<file path="config.mk">
export PLATFORM = sky130hd
export DESIGN_NAME = pipeline_mux_top
export DESIGN_NICKNAME = d
export VERILOG_FILES = /design/src/pmux_isa_pkg.sv /design/src/pmux_pipe_pkg.sv /design/src/flow_select.sv /design/src/flow_target.sv /design/src/pipeline_mux_top.sv /design/src/slot_extract.sv /design/src/stage_reg.sv
export VERILOG_INCLUDE_DIRS = /design/src /design/src/src
export SDC_FILE = /design/constraint.sdc
export NUM_CORES = 1
export LEC_CHECK = 0
export BUFFER_PORTS_ARGS = -buffer_cell sky130_fd_sc_hd__buf_2
export CAP_MARGIN = 10
export CORE_UTILIZATION = 30
export CTS_BUF_LIST = sky130_fd_sc_hd__clkbuf_8
export DETAILED_ROUTE_END_ITERATION = 8
export GPL_TIMING_DRIVEN = 0
export SLEW_MARGIN = 20
export SYNTH_ARGS = -nofsm -noshare
export SYNTH_HDL_FRONTEND = slang
export SYNTH_HIERARCHICAL = 1
export SYNTH_SLANG_ARGS = --single-unit
export TNS_END_PERCENT = 100
</file>
<file path="constraint.sdc">
create_clock -name clk -period 6.73 [get_ports clk]
set_input_delay 0.3365 -clock clk [delete_from_list [all_inputs] [get_ports clk]]
set_output_delay 0.3365 -clock clk [all_outputs]
set_load 0.05 [all_outputs]
</file>
<file path="src/pmux_macros.svh">
// ==========================================================
// Global sizes of the instruction-group multiplexer
// Instruction, PC and cache line widths, slot count per group
// and the PC reported when no flow target applies
// ==========================================================

`ifndef PMUX_MACROS_SVH
`define PMUX_MACROS_SVH

// One instruction word is 32 bits wide
`define PMUX_INS_W 32

// Program counter width
`define PMUX_PC_W 32

// A fetched line holds eight instruction words
`define PMUX_LINE_INS 8
`define PMUX_LINE_W 256

// Four slots are handed on per group
`define PMUX_SLOTS 4

// Target and return PC when the group carries no flow change
`define PMUX_RESET_PC 32'hFFFC0000

`endif

</file>
<file path="src/pmux_isa_pkg.sv">
// ==========================================================
// Instruction encoding seen by the front end
// Opcode enumeration, instruction word layout and the kinds
// of control-flow change a slot can request
// ==========================================================

`default_nettype none

`include "pmux_macros.svh"

package pmux_isa_pkg;

	// ==========================================================
	// Opcodes
	// ==========================================================

	// Only the four flow opcodes matter to the multiplexer
	// Any value not listed is executed as a plain instruction
	typedef enum logic [6:0] {
		OP_NOP   = 7'h00,
		OP_ADD   = 7'h01,
		OP_SUB   = 7'h02,
		OP_AND   = 7'h03,
		OP_OR    = 7'h04,
		OP_LOAD  = 7'h10,
		OP_STORE = 7'h11,
		// PC-relative jump
		OP_BRA   = 7'h40,
		// PC-relative call, links the next PC
		OP_BSR   = 7'h41,
		// Call through a register, target comes later in the pipe
		OP_JSRR  = 7'h42,
		// Return through the link
		OP_RET   = 7'h43
	} opcode_e;

	// ==========================================================
	// Instruction word
	// ==========================================================

	// The displacement counts words and is sign extended before use
	typedef struct packed {
		logic [`PMUX_INS_W-8:0] disp;
		opcode_e                opcode;
	} instr_t;

	// Kind of control-flow change, FLOW_NONE when the slot falls through
	typedef enum logic [2:0] {
		FLOW_NONE  = 3'd0,
		FLOW_JUMP  = 3'd1,
		FLOW_CALL  = 3'd2,
		FLOW_RCALL = 3'd3,
		FLOW_RET   = 3'd4
	} flow_e;

endpackage

`default_nettype wire

</file>
<file path="src/pmux_pipe_pkg.sv">
// ==========================================================
// Bundles that travel between the pipeline stages
// Fetch bundle, slot, slot group, flow result and the
// combined output word
// ==========================================================

`default_nettype none

`include "pmux_macros.svh"

package pmux_pipe_pkg;

	// Everything the fetch stage hands over for one cache line
	typedef struct packed {
		// Word 0 sits in the low 32 bits
		logic [`PMUX_LINE_W-1:0] line;
		logic [`PMUX_PC_W-1:0]   pc;
		// Slots below the miss PC are killed
		logic                    branchmiss;
		logic [`PMUX_PC_W-1:0]   miss_pc;
		logic                    irq;
		logic                    stomp;
	} fetch_bundle_t;

	// One extracted instruction with its own PC
	typedef struct packed {
		pmux_isa_pkg::instr_t  ins;
		logic [`PMUX_PC_W-1:0] pc;
		logic                  v;
	} slot_t;

	// Slot 0 is the oldest instruction of the group
	typedef struct packed {
		slot_t [`PMUX_SLOTS-1:0] slot;
	} slot_group_t;

	// Outcome of the flow search over one group
	typedef struct packed {
		logic                  do_jump;
		logic                  do_call;
		logic                  do_ret;
		logic [`PMUX_PC_W-1:0] target;
		logic [`PMUX_PC_W-1:0] ret_pc;
	} flow_result_t;

	// Word leaving the second stage
	typedef struct packed {
		slot_group_t  grp;
		flow_result_t flow;
	} mux_out_t;

endpackage

`default_nettype wire

</file>
<file path="src/flow_select.sv">
// ==========================================================
// Flow selection (execute)
// Classifies the slots of a group and picks the oldest valid
// slot that changes control flow
// ==========================================================

`timescale 1ns/1ps
`default_nettype none

`include "pmux_macros.svh"

module flow_select (
	input  pmux_pipe_pkg::slot_group_t group_i,
	output logic [1:0]                 idx_o,
	output pmux_isa_pkg::flow_e        kind_o
);

	// Map one slot to its flow kind
	// Invalid slots never request anything
	function automatic pmux_isa_pkg::flow_e slot_kind(pmux_pipe_pkg::slot_t s);
		pmux_isa_pkg::flow_e kind;
		kind = pmux_isa_pkg::FLOW_NONE;
		if (s.v) begin
			case (s.ins.opcode)
				pmux_isa_pkg::OP_BRA:  kind = pmux_isa_pkg::FLOW_JUMP;
				pmux_isa_pkg::OP_BSR:  kind = pmux_isa_pkg::FLOW_CALL;
				pmux_isa_pkg::OP_JSRR: kind = pmux_isa_pkg::FLOW_RCALL;
				pmux_isa_pkg::OP_RET:  kind = pmux_isa_pkg::FLOW_RET;
				default:               kind = pmux_isa_pkg::FLOW_NONE;
			endcase
		end
		return kind;
	endfunction

	// Priority search from slot 0 upward, the first hit wins
	// Everything after it is on a path that will not be taken
	always_comb begin
		logic                found;
		pmux_isa_pkg::flow_e kind;
		found  = 1'b0;
		idx_o  = 2'd0;
		kind_o = pmux_isa_pkg::FLOW_NONE;
		for (int k = 0; k < `PMUX_SLOTS; k++) begin
			kind = slot_kind(group_i.slot[k]);
			if (!found && kind != pmux_isa_pkg::FLOW_NONE) begin
				found  = 1'b1;
				idx_o  = 2'(k);
				kind_o = kind;
			end
		end
	end

endmodule

`default_nettype wire

</file>
<file path="src/flow_target.sv">
// ==========================================================
// Flow result (result)
// Builds the jump target, the return PC and the flow flags
// for the slot picked by flow selection
// ==========================================================

`timescale 1ns/1ps
`default_nettype none

`include "pmux_macros.svh"

module flow_target (
	input  pmux_pipe_pkg::slot_group_t  group_i,
	input  wire [1:0]                   idx_i,
	input  pmux_isa_pkg::flow_e         kind_i,
	output pmux_pipe_pkg::flow_result_t result_o
);

	pmux_pipe_pkg::slot_t  sel;
	logic [`PMUX_PC_W-1:0] disp_ext;

	// The winning slot, slot 0 when no flow was found
	assign sel = group_i.slot[idx_i];

	// Word displacement widened with its sign to a PC offset
	assign disp_ext = `PMUX_PC_W'($signed(sel.ins.disp));

	always_comb begin
		// A call is a jump that also saves the link
		result_o.do_jump = (kind_i == pmux_isa_pkg::FLOW_JUMP) ||
			(kind_i == pmux_isa_pkg::FLOW_CALL);
		// Register calls link too but their target is resolved later
		result_o.do_call = (kind_i == pmux_isa_pkg::FLOW_CALL) ||
			(kind_i == pmux_isa_pkg::FLOW_RCALL);
		result_o.do_ret  = kind_i == pmux_isa_pkg::FLOW_RET;

		// Target is relative to the PC of the flow instruction itself
		if (result_o.do_jump) begin
			result_o.target = sel.pc + (disp_ext << 2);
		end else begin
			result_o.target = `PMUX_RESET_PC;
		end

		// Return lands on the word after the call
		if (result_o.do_call) begin
			result_o.ret_pc = sel.pc + `PMUX_PC_W'(4);
		end else begin
			result_o.ret_pc = `PMUX_RESET_PC;
		end
	end

endmodule

`default_nettype wire

</file>
<file path="src/pipeline_mux_top.sv">
// ==========================================================
// Instruction-group multiplexer top level
// Slot extraction, first pipeline stage, flow search, flow
// result and second pipeline stage in a row
// ==========================================================

`timescale 1ns/1ps
`default_nettype none

module pipeline_mux_top (
	input  wire                           clk,
	input  wire                           rst_i,
	// Fetch side
	input  wire                           in_valid_i,
	output logic                          in_ready_o,
	input  pmux_pipe_pkg::fetch_bundle_t  in_bundle_i,
	// Toward rename and the branch unit
	output logic                          out_valid_o,
	input  wire                           out_ready_i,
	output pmux_pipe_pkg::mux_out_t       out_data_o
);

	// ==========================================================
	// Stage 1: aligned slots
	// ==========================================================

	pmux_pipe_pkg::slot_group_t   grp_d;
	pmux_pipe_pkg::slot_group_t   s1_grp;
	logic                         s1_valid;
	logic                         s1_ready;

	slot_extract slot_extract_inst (
		.bundle_i (in_bundle_i),
		.group_o  (grp_d)
	);

	stage_reg #(
		.payload_t (pmux_pipe_pkg::slot_group_t)
	) stage1_inst (
		.clk     (clk),
		.rst_i   (rst_i),
		.valid_i (in_valid_i),
		.ready_o (in_ready_o),
		.data_i  (grp_d),
		.valid_o (s1_valid),
		.ready_i (s1_ready),
		.data_o  (s1_grp)
	);

	// ==========================================================
	// Stage 2: flow decision travels with its group
	// ==========================================================

	logic [1:0]                   flow_idx;
	pmux_isa_pkg::flow_e          flow_kind;
	pmux_pipe_pkg::flow_result_t  s1_flow;
	pmux_pipe_pkg::mux_out_t      s2_d;

	flow_select flow_select_inst (
		.group_i (s1_grp),
		.idx_o   (flow_idx),
		.kind_o  (flow_kind)
	);

	flow_target flow_target_inst (
		.group_i  (s1_grp),
		.idx_i    (flow_idx),
		.kind_i   (flow_kind),
		.result_o (s1_flow)
	);

	assign s2_d = '{grp: s1_grp, flow: s1_flow};

	stage_reg #(
		.payload_t (pmux_pipe_pkg::mux_out_t)
	) stage2_inst (
		.clk     (clk),
		.rst_i   (rst_i),
		.valid_i (s1_valid),
		.ready_o (s1_ready),
		.data_i  (s2_d),
		.valid_o (out_valid_o),
		.ready_i (out_ready_i),
		.data_o  (out_data_o)
	);

endmodule

`default_nettype wire

</file>
<file path="src/slot_extract.sv">
// ==========================================================
// Slot extraction (decode)
// Aligns the fetched line to the fetch PC, cuts out four
// instruction slots and marks the ones that must not issue
// ==========================================================

`timescale 1ns/1ps
`default_nettype none

`include "pmux_macros.svh"

module slot_extract (
	input  pmux_pipe_pkg::fetch_bundle_t bundle_i,
	output pmux_pipe_pkg::slot_group_t   group_o
);

	// Word position of the fetch PC within the line
	logic [2:0] base_idx;
	assign base_idx = bundle_i.pc[4:2];

	// An interrupt or a stomp throws the whole group away
	logic kill_all;
	assign kill_all = bundle_i.irq || bundle_i.stomp;

	always_comb begin
		logic [3:0]            widx;
		logic [`PMUX_PC_W-1:0] spc;
		logic                  off_end;
		logic                  missed;
		pmux_pipe_pkg::slot_t  s;
		for (int k = 0; k < `PMUX_SLOTS; k++) begin
			// One extra bit so running past word 7 is visible
			widx = {1'b0, base_idx} + 4'(k);
			spc  = bundle_i.pc + (`PMUX_PC_W'(k) << 2);

			// Slots past the end of the line have nothing to take
			off_end = widx > 4'(`PMUX_LINE_INS - 1);

			// Instructions before the branch-miss PC belong to the wrong path
			missed = bundle_i.branchmiss && (bundle_i.miss_pc > spc);

			s.pc  = spc;
			s.v   = !(off_end || kill_all || missed);
			s.ins = bundle_i.line[widx[2:0]*`PMUX_INS_W +: `PMUX_INS_W];

			// A dead slot is turned into a NOP so later stages see no opcode
			if (!s.v) begin
				s.ins.disp   = '0;
				s.ins.opcode = pmux_isa_pkg::OP_NOP;
			end

			group_o.slot[k] = s;
		end
	end

endmodule

`default_nettype wire

</file>
<file path="src/stage_reg.sv">
// ==========================================================
// Single-entry valid/ready pipeline register
// The payload type is chosen per instance
// ==========================================================

`timescale 1ns/1ps
`default_nettype none

module stage_reg #(
	parameter type payload_t = logic
) (
	input  wire      clk,
	input  wire      rst_i,
	// Upstream side
	input  wire      valid_i,
	output logic     ready_o,
	input  payload_t data_i,
	// Downstream side
	output logic     valid_o,
	input  wire      ready_i,
	output payload_t data_o
);

	logic     full_q;
	payload_t data_q;
	logic     load;

	// Room is available when empty or when the held entry leaves now
	// This makes ready ripple back through chained stages in one cycle
	assign ready_o = !full_q || ready_i;
	assign load    = valid_i && ready_o;

	// Occupancy follows the upstream valid whenever the slot can change
	// A stalled entry keeps full_q set
	always_ff @(posedge clk) begin
		if (rst_i) begin
			full_q <= 1'b0;
		end else if (ready_o) begin
			full_q <= valid_i;
		end
	end

	// Payload only moves on an accepted transfer
	always_ff @(posedge clk) begin
		if (load) begin
			data_q <= data_i;
		end
	end

	assign valid_o = full_q;
	assign data_o  = data_q;

endmodule

`default_nettype wire
</file>
Word level (Yosys, flattened, before mapping)
Cells that the tools add are included.

Flip-flop bits (word level): 589. Bits of input ports: 327. Output and inout bits: 329. Logic and storage cells: 135.

$add $sub $neg: 8. Shifts and indexed selects: 4. Eq/ne operators: 20. Order comparisons: 9. Multiplexer cells: 20. Reductions and logical operators: 35.

Operator list (count): 256-bit by 9-bit indexed part select with 32-bit output (4); 65-bit binary-select mux with 2-bit select (1); 32-bit > comparator (4); 7-bit equality test (second input constant) (16); 65-bit 2-to-1 mux (1); 32-bit by 3-bit adder with 32-bit output (second input constant) (2); 32-bit by 4-bit adder with 32-bit output (second input constant) (2); 3-bit one-hot mux with 4 select lines (4); 32-bit adder (1); 3-bit 2-to-1 mux (8); 1-bit logical OR (13); 4-bit by 3-bit > comparator with 1-bit output (second input constant) (3); 3-bit nonzero test (4); 1-bit logical AND (9); 1-bit zero test (9); 3-bit by 2-bit adder with 4-bit output (second input constant) (2); 3-bit by 2-bit equality test with 1-bit output (second input constant) (2); 3-bit by 1-bit adder with 4-bit output (second input constant) (1); 1-bit 2-to-1 mux (4); 2-bit 2-to-1 mux (2); 3-bit by 1-bit equality test with 1-bit output (second input constant) (1); 3-bit equality test (second input constant) (1); 3-bit > comparator (second input constant) (1); 2-bit by 3-bit < comparator with 1-bit output (second input constant) (1).

Longest topological paths before layout
Gate-level depths: netlist (run 1).

Word-level depth: 17. Gate-level depth with buffers: 17. Gate-level depth less buffers: 14.

Hierarchy
Netlist (run 1), hierarchy kept.

Modules (own cells, without submodules): slot_extract (instances 1, cells each 1343, area each 13479.2 um^2, sequential area each 0.0 um^2); stage_reg at stage2_inst (instances 1, cells each 332, area each 9874.5 um^2, sequential area each 9839.4 um^2); stage_reg at stage1_inst (instances 1, cells each 265, area each 7862.5 um^2, sequential area each 7827.5 um^2); flow_target (instances 1, cells each 487, area each 4047.6 um^2, sequential area each 0.0 um^2); flow_select (instances 1, cells each 38, area each 247.7 um^2, sequential area each 0.0 um^2).

Least setup slack after synthesis (run 1)
No wires, ideal clock.

Path type: register to register. Start point: reg stage1_inst.data_q, in the netlist stage1_inst/data_o[101]. End point: reg stage2_inst.data_q, in the netlist stage2_inst/data_o[59] (data pin). Path buffers: 5. Library setup time: 0.269 ns. Path slack: 1.648 ns. Cell stages (with the launch flop): 18. Clock period less this slack: 5.082 ns. Data required time: 6.461 ns. Data arrival time: 4.813 ns. Cells stage by stage: edfxtp_1 > or4_4 > nor2_1 > a21oi_1 > nor2_1 > buf_6 > buf_6 > buf_2 > buf_2 > mux4_2 > ha_1 > clkbuf_1 > and4_1 > o2bb2ai_1 > a221o_1 > or3_1 > a2111oi_0 > nor3_1.

Cells in the longest elaborated chain, start to end: 15. Elaborated cells between the ends (all ways): 26. Classes of those cells: add/sub: 1; eq/ne: 6; mux: 12; reduce/logical: 7.

Ends and longest elaborated chain: start: declaration (RTL line stage_reg.sv:25) `payload_t data_q;`; start signal: assignment (RTL line stage_reg.sv:46) `data_q <= data_i;`; 7-bit equality test (RTL line flow_select.sv:24) `case (s.ins.opcode)`; 3-bit one-hot mux with 4 select lines (*) (RTL line flow_select.sv:24); 3-bit 2-to-1 mux (*) (RTL line flow_select.sv:23) `if (s.v) begin`; 3-bit nonzero test (*) (RTL line flow_select.sv:45) `if (!found && kind != pmux_isa_pkg::FLOW_NONE) begin`; 1-bit logical AND (*) (RTL line flow_select.sv:45); 1-bit 2-to-1 mux (RTL line flow_select.sv:45); 1-bit zero test (RTL line flow_select.sv:45); 1-bit logical AND (RTL line flow_select.sv:45); 1-bit 2-to-1 mux (RTL line flow_select.sv:45); 1-bit zero test (RTL line flow_select.sv:45); 1-bit logical AND (RTL line flow_select.sv:45); 2-bit 2-to-1 mux (*) (RTL line flow_select.sv:45); via flow_idx[0] (RTL line pipeline_mux_top.sv:54) `logic [1:0] flow_idx;`; 65-bit binary-select mux with 2-bit select (*) (RTL line flow_target.sv:23) `assign sel = group_i.slot[idx_i];`; 65-bit 2-to-1 mux (implied by the code) (*) (RTL line flow_target.sv:23); 32-bit adder (*) (RTL line flow_target.sv:39) `result_o.target = sel.pc + (disp_ext << 2);`; end signal: assignment (RTL line stage_reg.sv:46); end: declaration (RTL line stage_reg.sv:25).

Mark *: on every way through the listed nets, which the timed path passes. The rest lies on a longest branch. The select of a mux whose other input is x is not followed. A chain may end at the register's enable or synchronous reset.

Worst setup path in the final report (run 1)
Start point: reg stage1_inst.data_q, in the netlist stage1_inst/data_o[168]. End point: reg stage2_inst.data_q, in the netlist stage2_inst/data_o[59] (data pin).

Cells in the longest elaborated chain, start to end: 12. Elaborated cells between the ends (all ways): 21. Classes of those cells: add/sub: 1; eq/ne: 6; mux: 9; reduce/logical: 5.

Ends and longest elaborated chain (RTL line): 7-bit equality test (flow_select.sv:24); 3-bit one-hot mux with 4 select lines (*) (flow_select.sv:24); 3-bit 2-to-1 mux (*) (flow_select.sv:23); 3-bit nonzero test (*) (flow_select.sv:45); 1-bit logical AND (*) (flow_select.sv:45); 1-bit 2-to-1 mux (flow_select.sv:45); 1-bit zero test (flow_select.sv:45); 1-bit logical AND (flow_select.sv:45); 2-bit 2-to-1 mux (*) (flow_select.sv:45); via flow_idx[1] (pipeline_mux_top.sv:54); 65-bit binary-select mux with 2-bit select (*) (flow_target.sv:23); 65-bit 2-to-1 mux (implied by the code) (*) (flow_target.sv:23); 32-bit adder (*) (flow_target.sv:39).

Marks and branches as above.

==> metrics, run 1 <==
fin cells=4915; Area Overhead vs Synth=22.8%; Post-Synth Simple-Gate Area=around 8.9%; xor-xnor portion of the synthesized cell area=approximately 3.8%; FP Rows=~130; GPL Wtd Cong=0.962; top-area cell type share of the netlist area=between 40% and 50%; Avg Inst Size Synth=~14 µm²; register area share after synthesis=~50%; fill cell count=around 11000; post-synth top area cell=edfxtp_1; Slew headroom=between 10% and 20%; IO buf count=roughly 640; DRC viols=0; endpoints failing hold=0; Tcrit/Tclk final=between 90% and 100%; dpl cells=around 4600; Max Cap Violations=0; DR WL/cell=32.0 µm; Max Freq=between 150 and 200 MHz; Crit Path Category=flip-flop to flip-flop; Reg2Reg Setup Slack=roughly 330 ps; CTS tree=done; worst-skew pair later-pin latency=around 790 ps; largest net degree at the start of global routing=55; Worst Path Required=7230 ps; htree depth=3; die width=around 350 µm; Clock transition at path regs=about 70 ps; multi-input logic area=roughly 17000 µm²; multiplexer share of the synthesized area=23.6%; Pre-Repair DR Iteration Count=5; vias in the first global route=between 20000 and 30000; Placeable Area=117000 µm²; outcome=completed; commonest non-fill, non-tap cell in the layout=buf_2; Synth Warn #=6; post-synth net total=2949; Initial DRC Count=~3000; Initial Util=30.4%; unrepaired setup endpoints after global routing=false; final-report setup violation count=0; HP Class=input pin to flip-flop; register area=around 18000 µm²; Seq cells post-synth=around 600; routed via count=27700; Final HPWL DP=124000 µm; share of layout cells above drive strength 1=~39%; Slew @ Worst Pin=1270 ps; Mapped Area=approximately 36000 µm²; clock skew=~37 ps; ys async rst share=0%; power per cell area=237 nW/µm²; Compound-Gate Fraction of Synth Area=4.51%; Setup crit start kind=flip-flop; root buf cell=clkbuf_8; CP Data Arrival Time=slightly below 7000 ps; Setup crit end kind=flip-flop; Post-DRT Antenna Nets=0; grt ovf=0; commonest cells after routing, fill and taps aside=715 x buf_2, 587 x edfxtp_1, 309 x mux4_2; first-pass GRT wire length=214000 µm; Adder-Cell Fraction of Synth Area=under 10%; Synth area leaders=edfxtp_1 50%, mux4_2 20%, ha_1 5.5%; Unique masters post-synth=87; Die H=346 µm; final setup margin=approximately 330 ps; Post-synth EDFFs=between 500 and 600; cell leakage power=between 15 and 20 nW; cts bufs inserted=106; final WL=about 160000 µm; dominant synthesized flop cell=edfxtp_1; DR vias/cell=5.64; Clock Tree Buf Depth=3; Cells after Synth=2465; fin. max-slew vios=0; Post-Place Worst Slack=-413 ps; Max rail drop VDD=around 0.00015 V; initial antenna violation count=between 80 and 90; Clock Sinks=just under 600; largest family of logic cells by synthesized area=multiplexers; Tmin final=~6400 ps; crit-path max FO=11; I/O Pins=~660; die area=120000 µm²; final net count=approximately 3700; Tot GR Track Use=25.5%
## critical path: stages, from the launching register on
cell and delay [ps]:
edfxtp_1 450, nor4_1 500, and3_1 320, nand2_1 100, nand2_1 160, buf_2 420
clkbuf_4 420, buf_4 440, clkbuf_2 460, mux4_2 480, ha_1 310, clkbuf_1 180
and4_1 270, o2bb2ai_1 140, a221o_1 420, or3_1 420, a2111oi_0 460, nor3_1 160
## layout make-up
class                           count  share of cell area, %
Antenna cell                       39                  0.224
Buffer                            184                   2.35
Clock buffer                      107                   3.38
Clock inverter                     93                   1.58
Inverter                           97                  0.835
Multi-Input combinational cell   1594                   37.8
Sequential cell                   589                   40.5
Tap cell                         1524                   4.37
Timing Repair Buffer              688                   8.94
## kinds of logic after synthesis
group	after synthesis
xor gates and xnor gates	155
adders and majority gates	157
and+or+nand+nor	586
buffers and inverters	282
DFF	589
muxes	444
AOI/OAI and AO/OA	252
## cell usage after synthesis (all sizes together), types with 8 or more instances
library cell and instances:
xor2 24, clkbuf 45, buf 140, edfxtp 587, xnor2 131, a31oi 11
nor2 98, o21ai 53, and3 13, and2 18, a211oi 8, nand2 102
and4 14, mux2i 131, nor3 157, or4 11, inv 92, nand4 52
a21o 14, mux4 313, o21a 14, nor4 19, ha 156, or3 16
nand2b 15, a21oi 96, nand3 51
## repair_timing
action	CTS	global route
hold buffers	33	0
setup endpoints to repair	10	1
gates resized for setup	3	1
endpoints found under the hold margin	72	0
setup buffers	0	0
## sequential cells by signal, indices dropped and copies added (netlist names)
signal and count:
stage1_inst/valid_o 1, stage2_inst/data_o 327, stage2_inst/valid_o 1, stage1_inst/data_o 260
## power breakdown
| part | internal [mW] | switching [mW] |
|---|---|---|
| sequential | 4.31 | 0.135 |
| combinational | 0.857 | 1.55 |
| clock | 1.82 | 1.68 |
## metal layers
| metal | wire length (µm) | part of all wire (%) | global-route usage, % | up-vias |
|---|---|---|---|---|
| li1 | - | - | - | 11500 |
| met1 | 64000 | 41 | 34.2 | 14000 |
| met2 | 71800 | 46 | 39.1 | 1768 |
| met3 | 14400 | 9.2 | 6.12 | 371 |
| met4 | 6660 | 4.2 | 11.0 | 42 |
| met5 | 251 | 0.16 | 0.160 | - |
## worst paths after layout
| kind | from | to | depth (start not counted) |
|---|---|---|---|
| hold reg to reg | stage1_inst/data_o[172] | stage2_inst/data_o[239] | 0 |
| setup reg to reg | stage1_inst/data_o[168] | stage2_inst/data_o[59] | 17 |
| hold / removal | in_bundle_i[37] | stage1_inst/data_o[133] | 2 |
| setup / recovery | stage1_inst/data_o[168] | stage2_inst/data_o[59] | 17 |
## metrics by stage
stage / utilization [%] / setup TNS (ps) / total power [mW] / area [µm²] / hold slack (ps)
2_1_floorplan: - / 0 / 5.97 / 35500 / 399
3_3_place_gp: 34.8 / -63360 / 6.85 / 40600 / 423
3_5_place_dp: 35.1 / -2870 / 6.87 / 41000 / 429
4_1_cts: 37.2 / 0 / 10.4 / 43500 / 5.33
5_1_grt: 37.3 / 0 / 10.7 / 43600 / 59.5
6_report: 37.3 / 0 / 10.4 / 43600 / 88.5
No activity file was read; power rests on OpenSTA's default activity.
==> run 2, diff against run 1 <==
--- a/config.mk
+++ b/config.mk
@@ -12,7 +12,7 @@
 export CTS_BUF_LIST = sky130_fd_sc_hd__clkbuf_8
 export DETAILED_ROUTE_END_ITERATION = 8
 export GPL_TIMING_DRIVEN = 0
-export SLEW_MARGIN = 20
+export SLEW_MARGIN = 10
 export SYNTH_ARGS = -nofsm -noshare
 export SYNTH_HDL_FRONTEND = slang
 export SYNTH_HIERARCHICAL = 1
==> constraint.sdc (replaced) <==
create_clock -name clk -period 6 [get_ports clk]
set_input_delay 0.3 -clock clk [delete_from_list [all_inputs] [get_ports clk]]
set_output_delay 0.3 -clock clk [all_outputs]
set_load 0.05 [all_outputs]
==> metrics, run 2 (synthesis results as in run 1) <==
Clock power frac=33.5% (was 33.8%); Initial Util=30.4% (unchanged); Initial DRC Count=2968 (was 3042); routed via count=27600 (was 27700); I/O Pins=656 (unchanged); switching share of power=32.2% (was 32.5%); Setup crit start kind=flip-flop (unchanged); GPL Wtd Cong=0.962 (unchanged); Tot GR Track Use=25.4% (was 25.5%); Int Pwr=7.84 mW (was 6.99 mW); Reg2Reg Setup Slack=180 ps (was 330 ps); crit-path max FO=10 (was 11); initial antenna violation count=81 (was 84); worst r2r dst=stage2_inst/data_o[59] (unchanged); DR WL/cell=31.9 µm (was 32.0 µm); first-pass GRT wire length=213000 µm (was 214000 µm); cts bufs inserted=106 (unchanged); CTS tree=done (unchanged); Worst Hold End=stage1_inst/data_o[133] (unchanged); commonest non-fill, non-tap cell in the layout=buf_2 (unchanged); Tmin final=5820 ps (was 6400 ps); Placeable Area=117000 µm² (unchanged); Area after DPL=41000 µm² (about the same); final net count=3742 (was 3744); unrepaired setup endpoints after global routing=false (unchanged); NetSw=3.72 mW (was 3.37 mW); Worst R2R Start=stage1_inst/data_o[166] (was stage1_inst/data_o[168]); Post-DRT Antenna Nets=0 (unchanged); Reg power frac=43.1% (was 42.9%); cell leakage power=16.3 nW (about the same); worst-skew pair later-pin latency=800 ps (was 790 ps); CP Data Arrival Time=6320 ps (was 6900 ps); Max rail drop VDD=0.000151 V (was 0.000154 V); HP Class=input pin to flip-flop (unchanged); die area=120000 µm² (unchanged); largest net degree at the start of global routing=61 (was 55); final-report setup violation count=0 (unchanged); fill cell count=11300 (about the same); Max Freq=172 MHz (was 156 MHz); Clock Tree Buf Depth=3 (unchanged); clock skew=49.0 ps (was 37.2 ps); max FFs per register=327 (unchanged); Setup crit end kind=flip-flop (unchanged); commonest cells after routing, fill and taps aside=712 x buf_2, 587 x edfxtp_1, 309 x mux4_2 (was 715 x buf_2, 587 x edfxtp_1, 309 x mux4_2); htree depth=3 (unchanged); outcome=completed (unchanged); Finished Core Util=37.3% (about the same); Die H=346 µm (unchanged); WHS Path Cells=2 (unchanged); IO buf count=638 (unchanged); Post-CTS Setup Inserts=0 (unchanged); endpoints failing hold=0 (unchanged); DRC viols=0 (unchanged); Hold Crit Start=in_bundle_i[37] (unchanged); Tcrit/Tclk final=97.0% (was 95.1%); fin cells=4903 (was 4915); Slew @ Worst Pin=1320 ps (was 1270 ps); share of layout cells above drive strength 1=38.6% (was 39.1%); grt ovf=0 (unchanged); vias in the first global route=27100 (was 27000); post-route cell area=43600 µm² (about the same); final WL=157000 µm (about the same); dpl cells=4642 (was 4644); Max Cap Violations=0 (unchanged); die width=346 µm (unchanged); R2R depth=17 (unchanged); Gate power share=23.4% (was 23.3%); Worst Path Required=6500 ps (was 7230 ps); Area Overhead vs Synth=22.7% (was 22.8%); Slew headroom=11.8% (was 15.6%); Crit Path Category=flip-flop to flip-flop (unchanged); Pre-Repair DR Iteration Count=7 (was 5); power per cell area=265 nW/µm² (was 237 nW/µm²); Final HPWL DP=123000 µm (was 124000 µm); root buf cell=clkbuf_8 (unchanged); Clock Sinks=589 (unchanged); DR vias/cell=5.62 (was 5.64); FP Rows=125 (unchanged); fin. max-slew vios=0 (unchanged); Clock transition at path regs=60 ps (was 70 ps)
-- run 2: changes by cell type in the layout (fill, tap and decap cells not counted), sizes merged --
cell         change
bufinv           +1
dlygate4sd3      +1
clkbuf           -3
buf              -1
inv              +6
diode            -2
clkinv          -13
clkinvlp         -1
-- run 2: metrics by stage --
stage	setup WS (ps)	TNS, ps	power [mW]	hold slack, ps
4_1_cts	3.80	0	11.6	7.47
2_1_floorplan	918	0	6.70	362
5_1_grt	7.80	0	12.0	19.3
6_report	179	0	11.6	64.1
3_3_place_gp	-1900	-147710	7.68	423
3_5_place_dp	-1180	-45610	7.70	429
-- run 2: final cells by class --
cell class | count | area [µm²] | area share, %
tap | 1524 | 1910 | 4.38
clock buffer | 106 | 1460 | 3.35
timing repair buffer | 687 | 3870 | 8.88
multi-input combinational | 1594 | 16500 | 37.9
buffer | 183 | 1040 | 2.40
sequential | 589 | 17700 | 40.6
clock inverter | 86 | 656 | 1.50
inverter | 97 | 364 | 0.836
antenna | 37 | 92.6 | 0.213
-- run 2: worst max-delay path: stages (launching register included) --
cell       delay (ps)
edfxtp_1          410
nor4_2            420
and3_1            300
nand2_1            90
nand2_1           180
buf_4             320
buf_4             340
buf_8             290
clkbuf_4          350
mux4_2            460
ha_1              310
clkbuf_1          190
and4_1            270
o2bb2ai_1         140
a221o_1           420
or3_1             430
a2111oi_1         440
nor3_1            160
-- run 2: routing by layer --
| layer | global-route usage (%) | share of wire [%] |
|---|---|---|
| met1 | 34.3 | 41 |
| met2 | 39.3 | 46 |
| met3 | 5.83 | 9.0 |
| met4 | 10.5 | 3.8 |
| met5 | 0 | 0.16 |
-- run 2: worst max path at each step --
stage / from / to / slack (ps) / cells past startpoint
floorplan: stage1_inst/data_o[101] / stage2_inst/data_o[59] / 920 / 17
global placement: in_bundle_i[38] / stage1_inst/data_o[195] / -1900 / 17
detailed placement: stage1_inst/data_o[166] / stage2_inst/data_o[59] / -1180 / 17
CTS: stage1_inst/data_o[166] / stage2_inst/data_o[59] / 4 / 17
global route: stage1_inst/data_o[231] / stage2_inst/data_o[59] / 8 / 17
finish: stage1_inst/data_o[166] / stage2_inst/data_o[59] / 180 / 17
-- run 2: what timing repair did --
item	CTS	global route
endpoints found under the setup margin	47	5
resized for setup	12	4
endpoints found under the hold margin	75	0
pin swaps	0	0
hold buffers	34	0
-- run 2: power by group through the flow --
| stage | Sequential, mW | Clock [mW] | Combinational, mW |
|---|---|---|---|
| after floorplan | 5.36 | 0 | 1.34 |
| after global placement | 5.08 | 0 | 2.60 |
| after detailed placement | 5.06 | 0 | 2.64 |
| after CTS | 4.98 | 3.95 | 2.68 |
| after global routing | 5.00 | 4.13 | 2.84 |
| final | 4.98 | 3.87 | 2.70 |
